--- src/cpuPkg.sv ---
package cpuPkg;

    // Datapath and address width
    localparam int XLEN = 32;

    // Memory depths in words
    localparam int IMEM_WORDS = 256;
    localparam int DMEM_WORDS = 256;

    // Word index widths
    localparam int IMEM_AW = $clog2(IMEM_WORDS);
    localparam int DMEM_AW = $clog2(DMEM_WORDS);

    // funct3 codes for the R-type and I-type ALU group
    localparam logic [2:0] F3_ADDSUB = 3'b000;
    localparam logic [2:0] F3_SLT    = 3'b010;
    localparam logic [2:0] F3_XOR    = 3'b100;
    localparam logic [2:0] F3_OR     = 3'b110;
    localparam logic [2:0] F3_AND    = 3'b111;

    typedef logic [XLEN-1:0] wordT;
    typedef logic [4:0]      regAddrT;

    // Major opcodes in the supported subset
    typedef enum logic [6:0] {
        OP_R      = 7'b0110011,  // add sub and or xor slt
        OP_IMM    = 7'b0010011,  // addi
        OP_LOAD   = 7'b0000011,  // lw
        OP_STORE  = 7'b0100011,  // sw
        OP_BRANCH = 7'b1100011   // beq
    } opcodeE;

    // ALU operations
    typedef enum logic [2:0] {
        ALU_ADD = 3'd0,
        ALU_SUB = 3'd1,
        ALU_AND = 3'd2,
        ALU_OR  = 3'd3,
        ALU_XOR = 3'd4,
        ALU_SLT = 3'd5
    } aluOpE;

endpackage

--- src/cpuCtrlIf.sv ---
`timescale 1ns/1ps

// Decoded control bundle, decoder to datapath
interface cpuCtrlIf;
    import cpuPkg::*;

    logic  regWrite;
    logic  aluSrc;    // High selects imm as ALU operand b
    logic  memWrite;
    logic  memToReg;  // Writeback from data memory
    logic  branch;
    aluOpE aluOp;
    wordT  imm;

    modport dec (
        output regWrite, aluSrc, memWrite, memToReg, branch, aluOp, imm
    );

    modport dp (
        input regWrite, aluSrc, memWrite, memToReg, branch, aluOp, imm
    );

endinterface

--- src/decoder.sv ---
`timescale 1ns/1ps

module decoder (
    input  cpuPkg::wordT inst,
    cpuCtrlIf.dec        ctrl
);
    import cpuPkg::*;

    opcodeE     opcode;
    logic [2:0] funct3;
    logic       funct7b5;
    wordT       immI;
    wordT       immS;
    wordT       immB;

    assign opcode   = opcodeE'(inst[6:0]);
    assign funct3   = inst[14:12];
    assign funct7b5 = inst[30];

    // Sign-extended immediates
    assign immI = {{20{inst[31]}}, inst[31:20]};
    assign immS = {{20{inst[31]}}, inst[31:25], inst[11:7]};
    assign immB = {{19{inst[31]}}, inst[31], inst[7], inst[30:25], inst[11:8], 1'b0};  // Pre-shifted

    // ALU group decode shared by R-type and addi
    function automatic aluOpE aluFromFunct(input logic [2:0] f3, input logic subSel);
        aluOpE op;
        case (f3)
            F3_ADDSUB: op = subSel ? ALU_SUB : ALU_ADD;
            F3_SLT:    op = ALU_SLT;
            F3_XOR:    op = ALU_XOR;
            F3_OR:     op = ALU_OR;
            F3_AND:    op = ALU_AND;
            default:   op = ALU_ADD;
        endcase
        return op;
    endfunction

    always_comb begin
        ctrl.regWrite = 1'b0;
        ctrl.aluSrc   = 1'b0;
        ctrl.memWrite = 1'b0;
        ctrl.memToReg = 1'b0;
        ctrl.branch   = 1'b0;
        ctrl.aluOp    = ALU_ADD;
        ctrl.imm      = '0;
        case (opcode)
            OP_R: begin
                ctrl.regWrite = 1'b1;
                ctrl.aluOp    = aluFromFunct(funct3, funct7b5);
            end
            OP_IMM: begin
                ctrl.regWrite = 1'b1;
                ctrl.aluSrc   = 1'b1;
                ctrl.aluOp    = aluFromFunct(funct3, 1'b0);  // No subi in RV32I
                ctrl.imm      = immI;
            end
            OP_LOAD: begin
                ctrl.regWrite = 1'b1;
                ctrl.aluSrc   = 1'b1;
                ctrl.memToReg = 1'b1;
                ctrl.imm      = immI;
            end
            OP_STORE: begin
                ctrl.aluSrc   = 1'b1;
                ctrl.memWrite = 1'b1;
                ctrl.imm      = immS;
            end
            OP_BRANCH: begin
                ctrl.branch   = 1'b1;
                ctrl.aluOp    = ALU_SUB;  // Equal when difference is zero
                ctrl.imm      = immB;
            end
            default: ;  // Unknown opcode acts as a no-op
        endcase
    end

endmodule

--- src/flat_wrapper.sv ---
// flat-port wrapper written by rule: the top's interface ports become plain ports
module decoder_flat import cpuPkg::*;
  (inst, ctrl_regWrite, ctrl_aluSrc, ctrl_memWrite, ctrl_memToReg, ctrl_branch, ctrl_aluOp, ctrl_imm);
  cpuCtrlIf ctrl_i ();
  input  cpuPkg::wordT inst;
  output wire logic [$bits(ctrl_i.regWrite)-1:0] ctrl_regWrite;
  output wire logic [$bits(ctrl_i.aluSrc)-1:0] ctrl_aluSrc;
  output wire logic [$bits(ctrl_i.memWrite)-1:0] ctrl_memWrite;
  output wire logic [$bits(ctrl_i.memToReg)-1:0] ctrl_memToReg;
  output wire logic [$bits(ctrl_i.branch)-1:0] ctrl_branch;
  output wire logic [$bits(ctrl_i.aluOp)-1:0] ctrl_aluOp;
  output wire logic [$bits(ctrl_i.imm)-1:0] ctrl_imm;
  assign ctrl_regWrite = ctrl_i.regWrite;
  assign ctrl_aluSrc = ctrl_i.aluSrc;
  assign ctrl_memWrite = ctrl_i.memWrite;
  assign ctrl_memToReg = ctrl_i.memToReg;
  assign ctrl_branch = ctrl_i.branch;
  assign ctrl_aluOp = ctrl_i.aluOp;
  assign ctrl_imm = ctrl_i.imm;
  decoder u_core (.inst(inst), .ctrl(ctrl_i));
endmodule
--- config.mk ---
export PLATFORM = sky130hd
export DESIGN_NAME = decoder_flat
export DESIGN_NICKNAME = d
export VERILOG_FILES = /design/src/cpuPkg.sv /design/src/cpuCtrlIf.sv /design/src/decoder.sv /design/src/flat_wrapper.sv
export SDC_FILE = /design/constraint.sdc
export NUM_CORES = 1
export LEC_CHECK = 0
export BUFFER_PORTS_ARGS = -buffer_cell sky130_fd_sc_hd__buf_2
export CORE_UTILIZATION = 31
export DETAILED_ROUTE_END_ITERATION = 16
export GPL_TIMING_DRIVEN = 0
export PLACE_DENSITY_LB_ADDON = 0.15
export SETUP_SLACK_MARGIN = 0.1
export SLEW_MARGIN = 20
export SYNTH_ARGS = -nofsm -noshare
export SYNTH_HDL_FRONTEND = slang
export SYNTH_SLANG_ARGS = --single-unit
--- constraint.sdc ---
create_clock -name vclk -period 4.27
set_clock_uncertainty 0.1 [all_clocks]
set_input_delay 0.2135 -clock vclk [all_inputs]
set_output_delay 0.2135 -clock vclk [all_outputs]
set_load 0.05 [all_outputs]
; After elaboration in Yosys (flattened, before gate mapping)
; Cells that the tools add are included.
[totals]
register_bits = 0
latch_bits = 0
ram_bits = 0
rom_bits = 0
in_bits = 32
out_inout_bits = 40
elab_cells = 23
mem_count = 0
[classes]
add_sub_neg = 0
mul = 0
div = 0
magnitude_cmp = 0
n_eq_ne = 9
n_shift = 0
mux = 10
bitwise = 0
n_reduce_logical = 4
[ops]
columns = operator, count
row1 = $pmux W32 S3, 1
row2 = $pmux W3 S5, 1
row3 = $eq A7 B6 Y1 const B, 2
row4 = $pmux W3 S4, 1
row5 = $eq A3 B3 Y1 const B, 3
row6 = $pmux W3 S3, 1
row7 = $eq A7 B2 Y1 const B, 1
row8 = $eq A7 B5 Y1 const B, 1
row9 = $eq A7 B7 Y1 const B, 1
row10 = $mux W1, 6
row11 = $reduce_or A3 Y1, 2
row12 = $eq A3 B2 Y1 const B, 1
row13 = $logic_not A3 Y1, 1
row14 = $reduce_or A2 Y1, 1

; Logic depth before layout (Yosys ltp)
[logic_depth]
word_depth = 3
ltp_mapped = 5
mapped_depth_nobuf = 3

; Worst setup path after synthesis
; OpenSTA, ideal clock, no wires.
[synth_timing]
path_type = input port to output port
startpoint = input inst[2]
endpoint = output ctrl_imm[13]
t_arrival_ns = 2.504
required_ns = 3.957
path_slack_ns = 1.452
stages = 5
path_buffers = 2
path_cell_list = nand4bb_1 buf_2 o21bai_2 nor2b_1 buf_4
[synth_between]
elab_chain_cells = 3
elab_cells_between_ends = 6
classes_between = 4 x eq/ne / 1 x mux / 1 x reduce/logical
[synth_lines]
columns = element, line
row1 = start: declaration, flat_wrapper.sv:5  ; input cpuPkg::wordT inst;
row2 = $eq A7 B2 Y1 / $eq A7 B5 Y1 (equally long branches), decoder.sv:47  ; case (opcode)
row3 = $reduce_or A2 Y1 (no line), n/a
row4 = $pmux W32 S3 (*), decoder.sv:47
row5 = end: declaration, flat_wrapper.sv:12  ; output wire logic [$bits(ctrl_i.imm)-1:0] ctrl_imm;
; Mark *: on every way between the ends. The rest lies on a longest branch, timed or not.

; Worst setup path after layout
[layout_timing]
startpoint = input inst[2]
endpoint = output ctrl_imm[28]
; The elaborated chain is that of the path after synthesis.

==> results by group <==
Routing
  – Vias per cell: 4.36
  – Drt pass-1 iters: 2
  – Initial drt markers: 3
  – Residual DRC: 0
  – Via count: 610
  – Post-DRT Antenna Nets: 0
  – Total wire length: 1180 um
  – Wire per inst: 8.41 um

Die
  – I/O Pins: 72
  – Row count: 12
  – Starting density of the core: 35.1%
  – Die area: 1480 sq um
  – Core area: 1170 sq um
  – Die Y: 38.4 um
  – Die W: 38.4 um

Logic synthesis
  – Mapped Cells: 59
  – Biggest area consumer among synthesized cells: buf_4
  – Average size of a mapped cell: 6.98 sq um
  – Synth top area share: 34.7%
  – Cell area after synthesis: 412 sq um
  – Ys Warns: 0
  – Proportion of synthesized chip area in sequential cells: 0%
  – Synth top area cells: buf_4, a22o_1, nor2b_1
  – Syn Nets: 91
  – Number of library cell types mapped by synthesis: 21

Clocking
  – Cts repair resizes: 0
  – CTS Hold Bufs: 0
  – Postcts setup bufs: 0

Final layout
  – Register area: 0 sq um
  – Layout net count: 160
  – Seq cells: 0
  – Area Growth Syn to Fin: 86.3%
  – Share of cells above drive strength 1: 73.8%
  – Commonest non-fill, non-tap cell in the layout: buf_2
  – Filler cell count: 129
  – Most frequent cells in the layout: buf_2, buf_4, nor2b_1, a22o_1, a21oi_1
  – Final Util: 65.5%
  – Diode count: 0
  – Clock buffer cells: 0

STA
  – Final setup viols: 0
  – Achievable Freq: 0.448 GHz
  – Least-Margin Pin Slew: 628 ps
  – Fin crit share: 52.3%
  – Final Hold Viols: 0
  – Min cycle time layout: 2230 ps
  – Slew Viols, Final: 0
  – RSZ-0062 raised after global routing: no
  – Total negative slack: 0 ps
  – Max-slew headroom: 57.9%

Power
  – Lkg Pwr: 0.000513 uW
  – Pwr per Cell Area: 57.1 nW/um^2
  – Max VDD drop: 0.0318 mV

Place
  – I/O Buffers: 67
  – Routability cong.: 0.678

Worst hold path
  – Hold Crit Class: primary input to output port

Flow run
  – Max cap viols: 0

GRT
  – Met1 usage: 16.8%
  – Largest net degree at the start of global routing: 21
  – GR Layer Usage met2: 28.8%
  – Initial antenna violation count: 0
  – Busiest grt layer: met2
  – Overflow after GRT: 0
  – Vias in the first global route: 401
  – First-pass GRT wire length: 1610 um
  – Overall Global Routing Usage: 14.1%
  – M3 GR Usage: 0.581%

Status
  – Status: finished clean

Critical path
  – Worst setup SP type: primary input
  – Critical Path Fanout Max: 20
  – Crit end category: output port
  – CP arrival: 1920 ps
  – Data required, critical path: 3960 ps
  – Critical path class: primary input to output port
kinds of logic (layout without fill, tap and decap cells):
logic type / Yosys count / after routing / share of synthesized area (%)
and+or+nand+nor: 28 / 28 / 43.8
xor gates and xnor gates: 1 / 1 / 2.13
AOI/OAI and AO/OA: 9 / 9 / 17.0
buffers and inverters: 21 / 88 / 37.1
metal layers:
metal	up-vias	wire length, um	part of all wire (%)
met5	-	0	0
met4	0	0	0
met3	0	85	7.2
met2	27	661	56
met1	259	431	37
li1	324	-	-
final timing paths:
path | cells past startpoint | start | to | slack, ps
worst min-delay path | 3 | inst[4] | ctrl_memToReg | 730
worst max-delay path | 7 | inst[2] | ctrl_imm[28] | 2040
area by class of cell:
type               instances  area (sq um)  share of cell area (%)
multi-input cells         38           262                    34.1
well taps                 14          17.5                    2.28
repair buffers            67           335                    43.7
plain buffers             21           153                    19.9
worst max-delay path, cell delays in order:
cell       delay [ps]
buf_2              90
nand4bb_1         170
buf_2             190
o21bai_2          260
nor2b_2           540
buf_4             210
buf_2             250
Yosys cell counts:
cell type,number
buf_4,19
nor2b_1,7
a22o_1,5
a21oi_1,3
buf_2,2
nand2_1,2
nand2b_1,2
nand3_1,2
nor2_1,2
nor3_1,2
nor3_2,2
nor4_1,2
and2_1,1
and2b_1,1
nand3b_1,1
nand4bb_1,1
nor4bb_1,1
o21bai_2,1
or2_2,1
or4_1,1
xnor2_1,1
per-stage QoR:
stage,std cells,area [sq um],worst slack [ps],hold WS (ps),power [uW]
final,140,767,2040,725,43.8
after global routing,140,767,1870,739,47.4
after CTS,140,764,1620,727,44.2
after detailed placement,140,764,1630,727,44.2
after global placement,140,764,1720,724,43.7
after floorplan,59,412,1450,505,25.9
where the power goes:
part	internal, uW	leakage (uW)	total [uW]	switching, uW
logic	18.7	0.000513	43.8	25.1
clock network	0	0	0	0
registers	0	0	0	0
Note: power is estimated with default switching activity, not from simulation.
