File: src/cpuPkg.sv
package cpuPkg;

    // Datapath and address width
    localparam int XLEN = 32;

    // Memory depths in words
    localparam int IMEM_WORDS = 256;
    localparam int DMEM_WORDS = 256;

    // Word index widths
    localparam int IMEM_AW = $clog2(IMEM_WORDS);
    localparam int DMEM_AW = $clog2(DMEM_WORDS);

    // funct3 codes for the R-type and I-type ALU group
    localparam logic [2:0] F3_ADDSUB = 3'b000;
    localparam logic [2:0] F3_SLT    = 3'b010;
    localparam logic [2:0] F3_XOR    = 3'b100;
    localparam logic [2:0] F3_OR     = 3'b110;
    localparam logic [2:0] F3_AND    = 3'b111;

    typedef logic [XLEN-1:0] wordT;
    typedef logic [4:0]      regAddrT;

    // Major opcodes in the supported subset
    typedef enum logic [6:0] {
        OP_R      = 7'b0110011,  // add sub and or xor slt
        OP_IMM    = 7'b0010011,  // addi
        OP_LOAD   = 7'b0000011,  // lw
        OP_STORE  = 7'b0100011,  // sw
        OP_BRANCH = 7'b1100011   // beq
    } opcodeE;

    // ALU operations
    typedef enum logic [2:0] {
        ALU_ADD = 3'd0,
        ALU_SUB = 3'd1,
        ALU_AND = 3'd2,
        ALU_OR  = 3'd3,
        ALU_XOR = 3'd4,
        ALU_SLT = 3'd5
    } aluOpE;

endpackage

File: src/alu.sv
`timescale 1ns/1ps

module alu (
    input  cpuPkg::wordT  a,
    input  cpuPkg::wordT  b,
    input  cpuPkg::aluOpE op,
    output cpuPkg::wordT  y,
    output logic          zero
);
    import cpuPkg::*;

    logic lessThan;

    // Signed compare for slt
    assign lessThan = $signed(a) < $signed(b);

    always_comb begin
        case (op)
            ALU_ADD: y = a + b;
            ALU_SUB: y = a - b;
            ALU_AND: y = a & b;
            ALU_OR:  y = a | b;
            ALU_XOR: y = a ^ b;
            ALU_SLT: y = {{(XLEN-1){1'b0}}, lessThan};
            default: y = '0;
        endcase
    end

    assign zero = (y == '0);  // Drives beq

    // Only encoded operations may reach the ALU
    always_comb begin
        assert ($isunknown(op) || op inside {ALU_ADD, ALU_SUB, ALU_AND,
                                             ALU_OR, ALU_XOR, ALU_SLT})
            else $error("alu: illegal operation code %0d", op);
    end

endmodule

File: config.mk
export PLATFORM = sky130hd
export DESIGN_NAME = alu
export DESIGN_NICKNAME = d
export VERILOG_FILES = /design/src/cpuPkg.sv /design/src/alu.sv
export SDC_FILE = /design/constraint.sdc
export NUM_CORES = 1
export LEC_CHECK = 0
export ABC_AREA = 1
export ABC_CLOCK_PERIOD_IN_PS = 3600
export BUFFER_PORTS_ARGS = -buffer_cell sky130_fd_sc_hd__buf_2
export CORE_MARGIN = 2
export CORE_UTILIZATION = 65
export DETAILED_ROUTE_END_ITERATION = 7
export PLACE_DENSITY = 0.89
export SLEW_MARGIN = 20
export SYNTH_ARGS = -nofsm -noshare
export SYNTH_HDL_FRONTEND = slang
export SYNTH_SLANG_ARGS = --single-unit
File: constraint.sdc
create_clock -name vclk -period 3.6
set_input_delay 0.54 -clock vclk [all_inputs]
set_output_delay 0.54 -clock vclk [all_outputs]
set_load 0.005 [all_outputs]
# Word-level counts from Yosys, hierarchy flattened
# Index checks and enable logic that the tools add are counted.
# W data, S select, Z words.
[op_classes]
n_addsub = 2
mul = 0
muxes = 1
eq_ne = 5
div = 0
reduce_logical = 2
shifts = 0
n_lt_le_gt_ge = 1
bitwise = 3
[ops]
columns = ["operator", "n"]
rows = [
  ["$pmux W32 S6", 1],
  ["$add A32 B32 Y32", 1],
  ["$and A32 B32 Y32", 1],
  ["$logic_not A32 Y1", 1],
  ["$lt A32 B32 Y1", 1],
  ["$or A32 B32 Y32", 1],
  ["$sub A32 B32 Y32", 1],
  ["$xor A32 B32 Y32", 1],
  ["$eq A3 B2 Y1 const B", 2],
  ["$eq A3 B3 Y1 const B", 2],
  ["$eq A3 B1 Y1 const B", 1],
  ["$logic_not A3 Y1", 1],
]
[totals]
n_memories = 0
mem_bits_rw = 0
romBits = 0
register_bits = 0
in_bits = 67
word_cells = 14
latchBits = 0

# Logic depth before layout (Yosys ltp)
[logic_depth]
depth_word = 3
ltp_mapped = 20
depth_no_buf = 19

# Worst setup path after synthesis
# No wires, ideal clock.
[synth_timing]
kind = "input to output"
from = "in a[0]"
to = "out zero"
arrival_time_ns = 2.329
path_stages = 18
path_buffers = 0
path_slack_ns = 0.731
t_required_ns = 3.060
path_cell_list = "inv_1 > ha_1 > fa_1 > inv_1 > nand2_1 > nand2_1 > nand2_1 > nand2_2 > nand2_2 > nand2_1 > nand2_1 > nand3_1 > nand3_1 > nor2_1 > nand3_1 > nor2_1 > nand3_1 > nor2_1"
[synth_between]
elab_chain_cells = 3
word_cells_on_any_way = 8
cone_classes = "2 x add/sub; 1 x order compare; 1 x mux; 3 x bitwise; 1 x reduce/logical"
[synth_rtl]
columns = ["item", "line_no", "text"]
rows = [
  ["start: declaration", "alu.sv:4", "input cpuPkg::wordT a,"],
  ["$sub A32 B32 Y32 / $add A32 B32 Y32 (equally long branches)", "alu.sv:20, alu.sv:19", ""],
  ["$pmux W32 S6 (*)", "alu.sv:18", "case (op)"],
  ["net y[16]", "alu.sv:7", "output cpuPkg::wordT y,"],
  ["$logic_not A32 Y1 (*)", "alu.sv:29", "assign zero = (y == '0);"],
  ["end: declaration", "alu.sv:8", "output logic zero"],
]
# The timed path passes the listed nets; every way through them passes the cells marked *.

# Worst setup path in the final report
[layout_timing]
from = "in b[19]"
to = "out zero"
[layout_between]
elab_chain_cells = 3
word_cells_on_any_way = 8
cone_classes = "2 x add/sub; 1 x order compare; 1 x mux; 3 x bitwise; 1 x reduce/logical"
[layout_rtl]
columns = ["item", "line_no", "text"]
rows = [
  ["start: declaration", "alu.sv:5", "input cpuPkg::wordT b,"],
  ["$sub A32 B32 Y32, or another cell as far along", "alu.sv:20", "ALU_SUB: y = a - b;"],
  ["$pmux W32 S6 (*)", "alu.sv:18", ""],
  ["$logic_not A32 Y1 (*)", "alu.sv:29", ""],
]
# Mark *: on every way between the ends. The rest lies on a longest branch, timed or not.

==> results.yml <==
global_routing:
  globalRouteOverflowTotal: 0
  grt_pass1_wl_mm: 41.0
  first_global_vias: 8578
  number_of_antenna_violations_at_the_first_check_in_global_routing: 0
  largest_net_degree_at_the_start_of_global_routing: 22
  gr-usage-all-layers_pct: 44.3
pwr:
  power.density_cell_area_nw_per_um2: 168
  cellLeakagePower_uw: 0.00525
  p_total_uw: 1420
  vdd_drop_max_mv: 0.104
sta:
  max_freq_ghz: 0.280
  setup_viol_count_final: 0
  slew_violations: 0
  postLayoutSetupSlackWorst_ns: 0.0326
  worstMarginPinSlew_ns: 0.701
  final_hold_viol_count: 0
  slew_headroom_pct: 52.8
  period_minus_slack_ns: 3.57
  final_min_period_over_clock_period_pct: 99.1
floorplanning:
  fp-row-count: 38
  core_region_area_sq_um: 10800
  fp.dieH_um: 109
  chipWidth_um: 109
  initial_standard_cell_utilization_of_the_core_pct: 66.1
  fp.dieArea_sq_um: 11800
  io_pins: 100
cells_and_area:
  register_area_sq_um: 0
  drive_above_1_share_pct: 22.6
  utilization_after_layout_pct: 78.1
  filler_cell_count: 913
  n_sequential_cell: 0
  clockBufferCount: 0
  layout.nets: 1704
  area_growth_syn_to_layout_pct: 18.2
  antenna-diode-count: 0
detailed_routing:
  drt_wl_total_mm: 28.1
  route.vias.total: 9706
  detailedRoute.firstPassIterationCount: 8
  detail_route.wl_per_cell_um: 16.8
  drt-vias-per-instance: 5.81
  drc_errors: 0
  drt_iter0_drc: 1190
  antenna_violation_net_count_after_detailed_routing: 0
placement:
  placement.setup.worst_slack_ns: 0.00702
  place_hpwl_mm: 22.8
  portBuffers: 100
  gp_routability_congestion: 1.10
critical_path:
  category_of_the_worst_setup_path_capture_point: "output port"
  path_max_fanout: 8
  cp_data_arrival_time_ns: 3.03
  path_class: "input port to output port"
  critical_path_required_ns: 3.06
  crit_path_start_kind: "input port"
clock_network:
  hold_buffers: 0
outcome:
  run_status: "finished, final reports clean"
synthesis:
  syn_inst: 1390
  ys.warnings.count: 0
  synth_top_area_cell: "sky130_fd_sc_hd__nand2_1"
  post_synth_mux_area_share_pct: 0
  synth_seq_area_share_pct: 0
  post_synth_design_cell_area_sq_um: 7130
  synthDistinctLibCells: 40
  synth_largest_type_area_fraction_pct: 23.1
  combinational_family_with_the_most_area_after_synthesis: "simple AND/OR/NAND/NOR gates"
  synthesized_area_fraction_occupied_by_ao_oa_aoi_and_oai_cells_pct: 10.6
  synth.top_cells.by_area: "sky130_fd_sc_hd__nand2_1 23%, sky130_fd_sc_hd__ha_1 18%, sky130_fd_sc_hd__inv_1 15%, sky130_fd_sc_hd__nand3_1 8.8%, sky130_fd_sc_hd__nor2_1 6.6%"
  synth.top_cells.by_count: "438 x sky130_fd_sc_hd__nand2_1, 287 x sky130_fd_sc_hd__inv_1, 126 x sky130_fd_sc_hd__nand3_1, 126 x sky130_fd_sc_hd__nor2_1, 101 x sky130_fd_sc_hd__ha_1"
  yosysMostFrequentCell: "sky130_fd_sc_hd__nand2_1"
  post_synth_xor_area_fraction_pct: 0
  synth-adder-area-share_pct: 18.3
  syn-mean-instance-area_sq_um: 5.13
  yosys.area_share.simple_pct: 50.0
  mappedNetlistNets: 1560
min_path:
  hold_critical_path_endpoint: "y[0]"
  hp-class: "input port to output port"
  worstHoldStart: "op[0]"
  worstHoldPathCells: 5
flow_run:
  number_of_max_cap_violations: 0
==> power breakdown <==
group	switching (uW)	leakage [uW]	internal, uW
Clock	0	0	0
Sequential	0	0	0
Combinational	911	0.00525	509
==> layout by cell type (no fill, tap or decap), types with 4 or more instances in the layout <==
master / count
sky130_fd_sc_hd__a21oi_1: 63
sky130_fd_sc_hd__a21oi_2: 14
sky130_fd_sc_hd__buf_2: 100
sky130_fd_sc_hd__buf_4: 83
sky130_fd_sc_hd__ha_1: 78
sky130_fd_sc_hd__ha_2: 13
sky130_fd_sc_hd__ha_4: 10
sky130_fd_sc_hd__inv_1: 287
sky130_fd_sc_hd__inv_2: 17
sky130_fd_sc_hd__nand2_1: 430
sky130_fd_sc_hd__nand2_2: 29
sky130_fd_sc_hd__nand2_4: 6
sky130_fd_sc_hd__nand3_1: 121
sky130_fd_sc_hd__nand3_2: 12
sky130_fd_sc_hd__nand4_1: 17
sky130_fd_sc_hd__nor2_1: 114
sky130_fd_sc_hd__nor2_2: 35
sky130_fd_sc_hd__nor2_4: 11
sky130_fd_sc_hd__nor3_1: 14
sky130_fd_sc_hd__nor3_2: 4
sky130_fd_sc_hd__o21ai_0: 11
sky130_fd_sc_hd__o21ai_1: 6
sky130_fd_sc_hd__o21bai_1: 5
sky130_fd_sc_hd__o22ai_1: 26
==> worst max-delay path, stage by stage <==
cell and delay, ns:
sky130_fd_sc_hd__buf_2 0.11, sky130_fd_sc_hd__inv_1 0.07, sky130_fd_sc_hd__ha_2 0.33, sky130_fd_sc_hd__o21ai_0 0.60
sky130_fd_sc_hd__inv_1 0.09, sky130_fd_sc_hd__nand2_1 0.13, sky130_fd_sc_hd__inv_1 0.05, sky130_fd_sc_hd__nand2_1 0.09
sky130_fd_sc_hd__inv_1 0.07, sky130_fd_sc_hd__a21oi_1 0.14, sky130_fd_sc_hd__nor2_1 0.06, sky130_fd_sc_hd__nor2_1 0.17
sky130_fd_sc_hd__nand3_1 0.12, sky130_fd_sc_hd__nor2_2 0.12, sky130_fd_sc_hd__nand3_1 0.08, sky130_fd_sc_hd__nor2_1 0.13
sky130_fd_sc_hd__buf_2 0.13
==> per-stage QoR <==
step                 TNS, ns  hold slack [ns]  instances  cell area [sq um]
floorplan                  0             1.25       1390               7130
global placement    -0.00682             1.63       1670               8060
detailed placement         0             1.63       1670               8060
CTS                        0             1.63       1670               8070
global route         -0.0426             1.69       1672               8430
finish                     0             1.66       1672               8430
==> area by class of cell <==
cell class                      count  area (sq um)  area share [%]
Multi-Input combinational cell   1042          5970            70.9
Inverter                          307          1150            13.7
Timing Repair Buffer              183          1120            13.3
Tap cell                          140           175            2.08
==> metal layers <==
| metal | share of wire, % | up-vias | global-route usage, % |
|---|---|---|---|
| met5 | 0 | - | 0 |
| met1 | 38 | 4255 | 57.0 |
| met3 | 15 | 159 | 12.6 |
| met4 | 5.3 | 0 | 14.4 |
| met2 | 42 | 747 | 71.0 |
| li1 | - | 4545 | - |
==> cells by family (layout without fill, tap and decap cells) <==
family	after synthesis	count (layout)
compound gates	132	132
fa+ha+maj	103	103
simple gates	807	807
buf+inv	348	490
==> worst max-delay path by stage <==
stage / from / endpoint / slack, ns / cells past startpoint
final: b[19] / zero / 0.03 / 17
after global routing: b[10] / zero / -0.04 / 21
after CTS: a[14] / zero / 0.007 / 18
after detailed placement: a[15] / zero / 0.007 / 18
after global placement: a[0] / zero / -0.007 / 19
after floorplan: a[0] / zero / 0.73 / 18
==> what timing repair did <==
item / CTS / global route
setup endpoints to repair: 1 / 1
pin swaps: 0 / 7
endpoints found under the hold margin: 0 / 0
setup buffers: 0 / 2
gates resized for setup: 1 / 82
(Power assumes the default switching activity.)
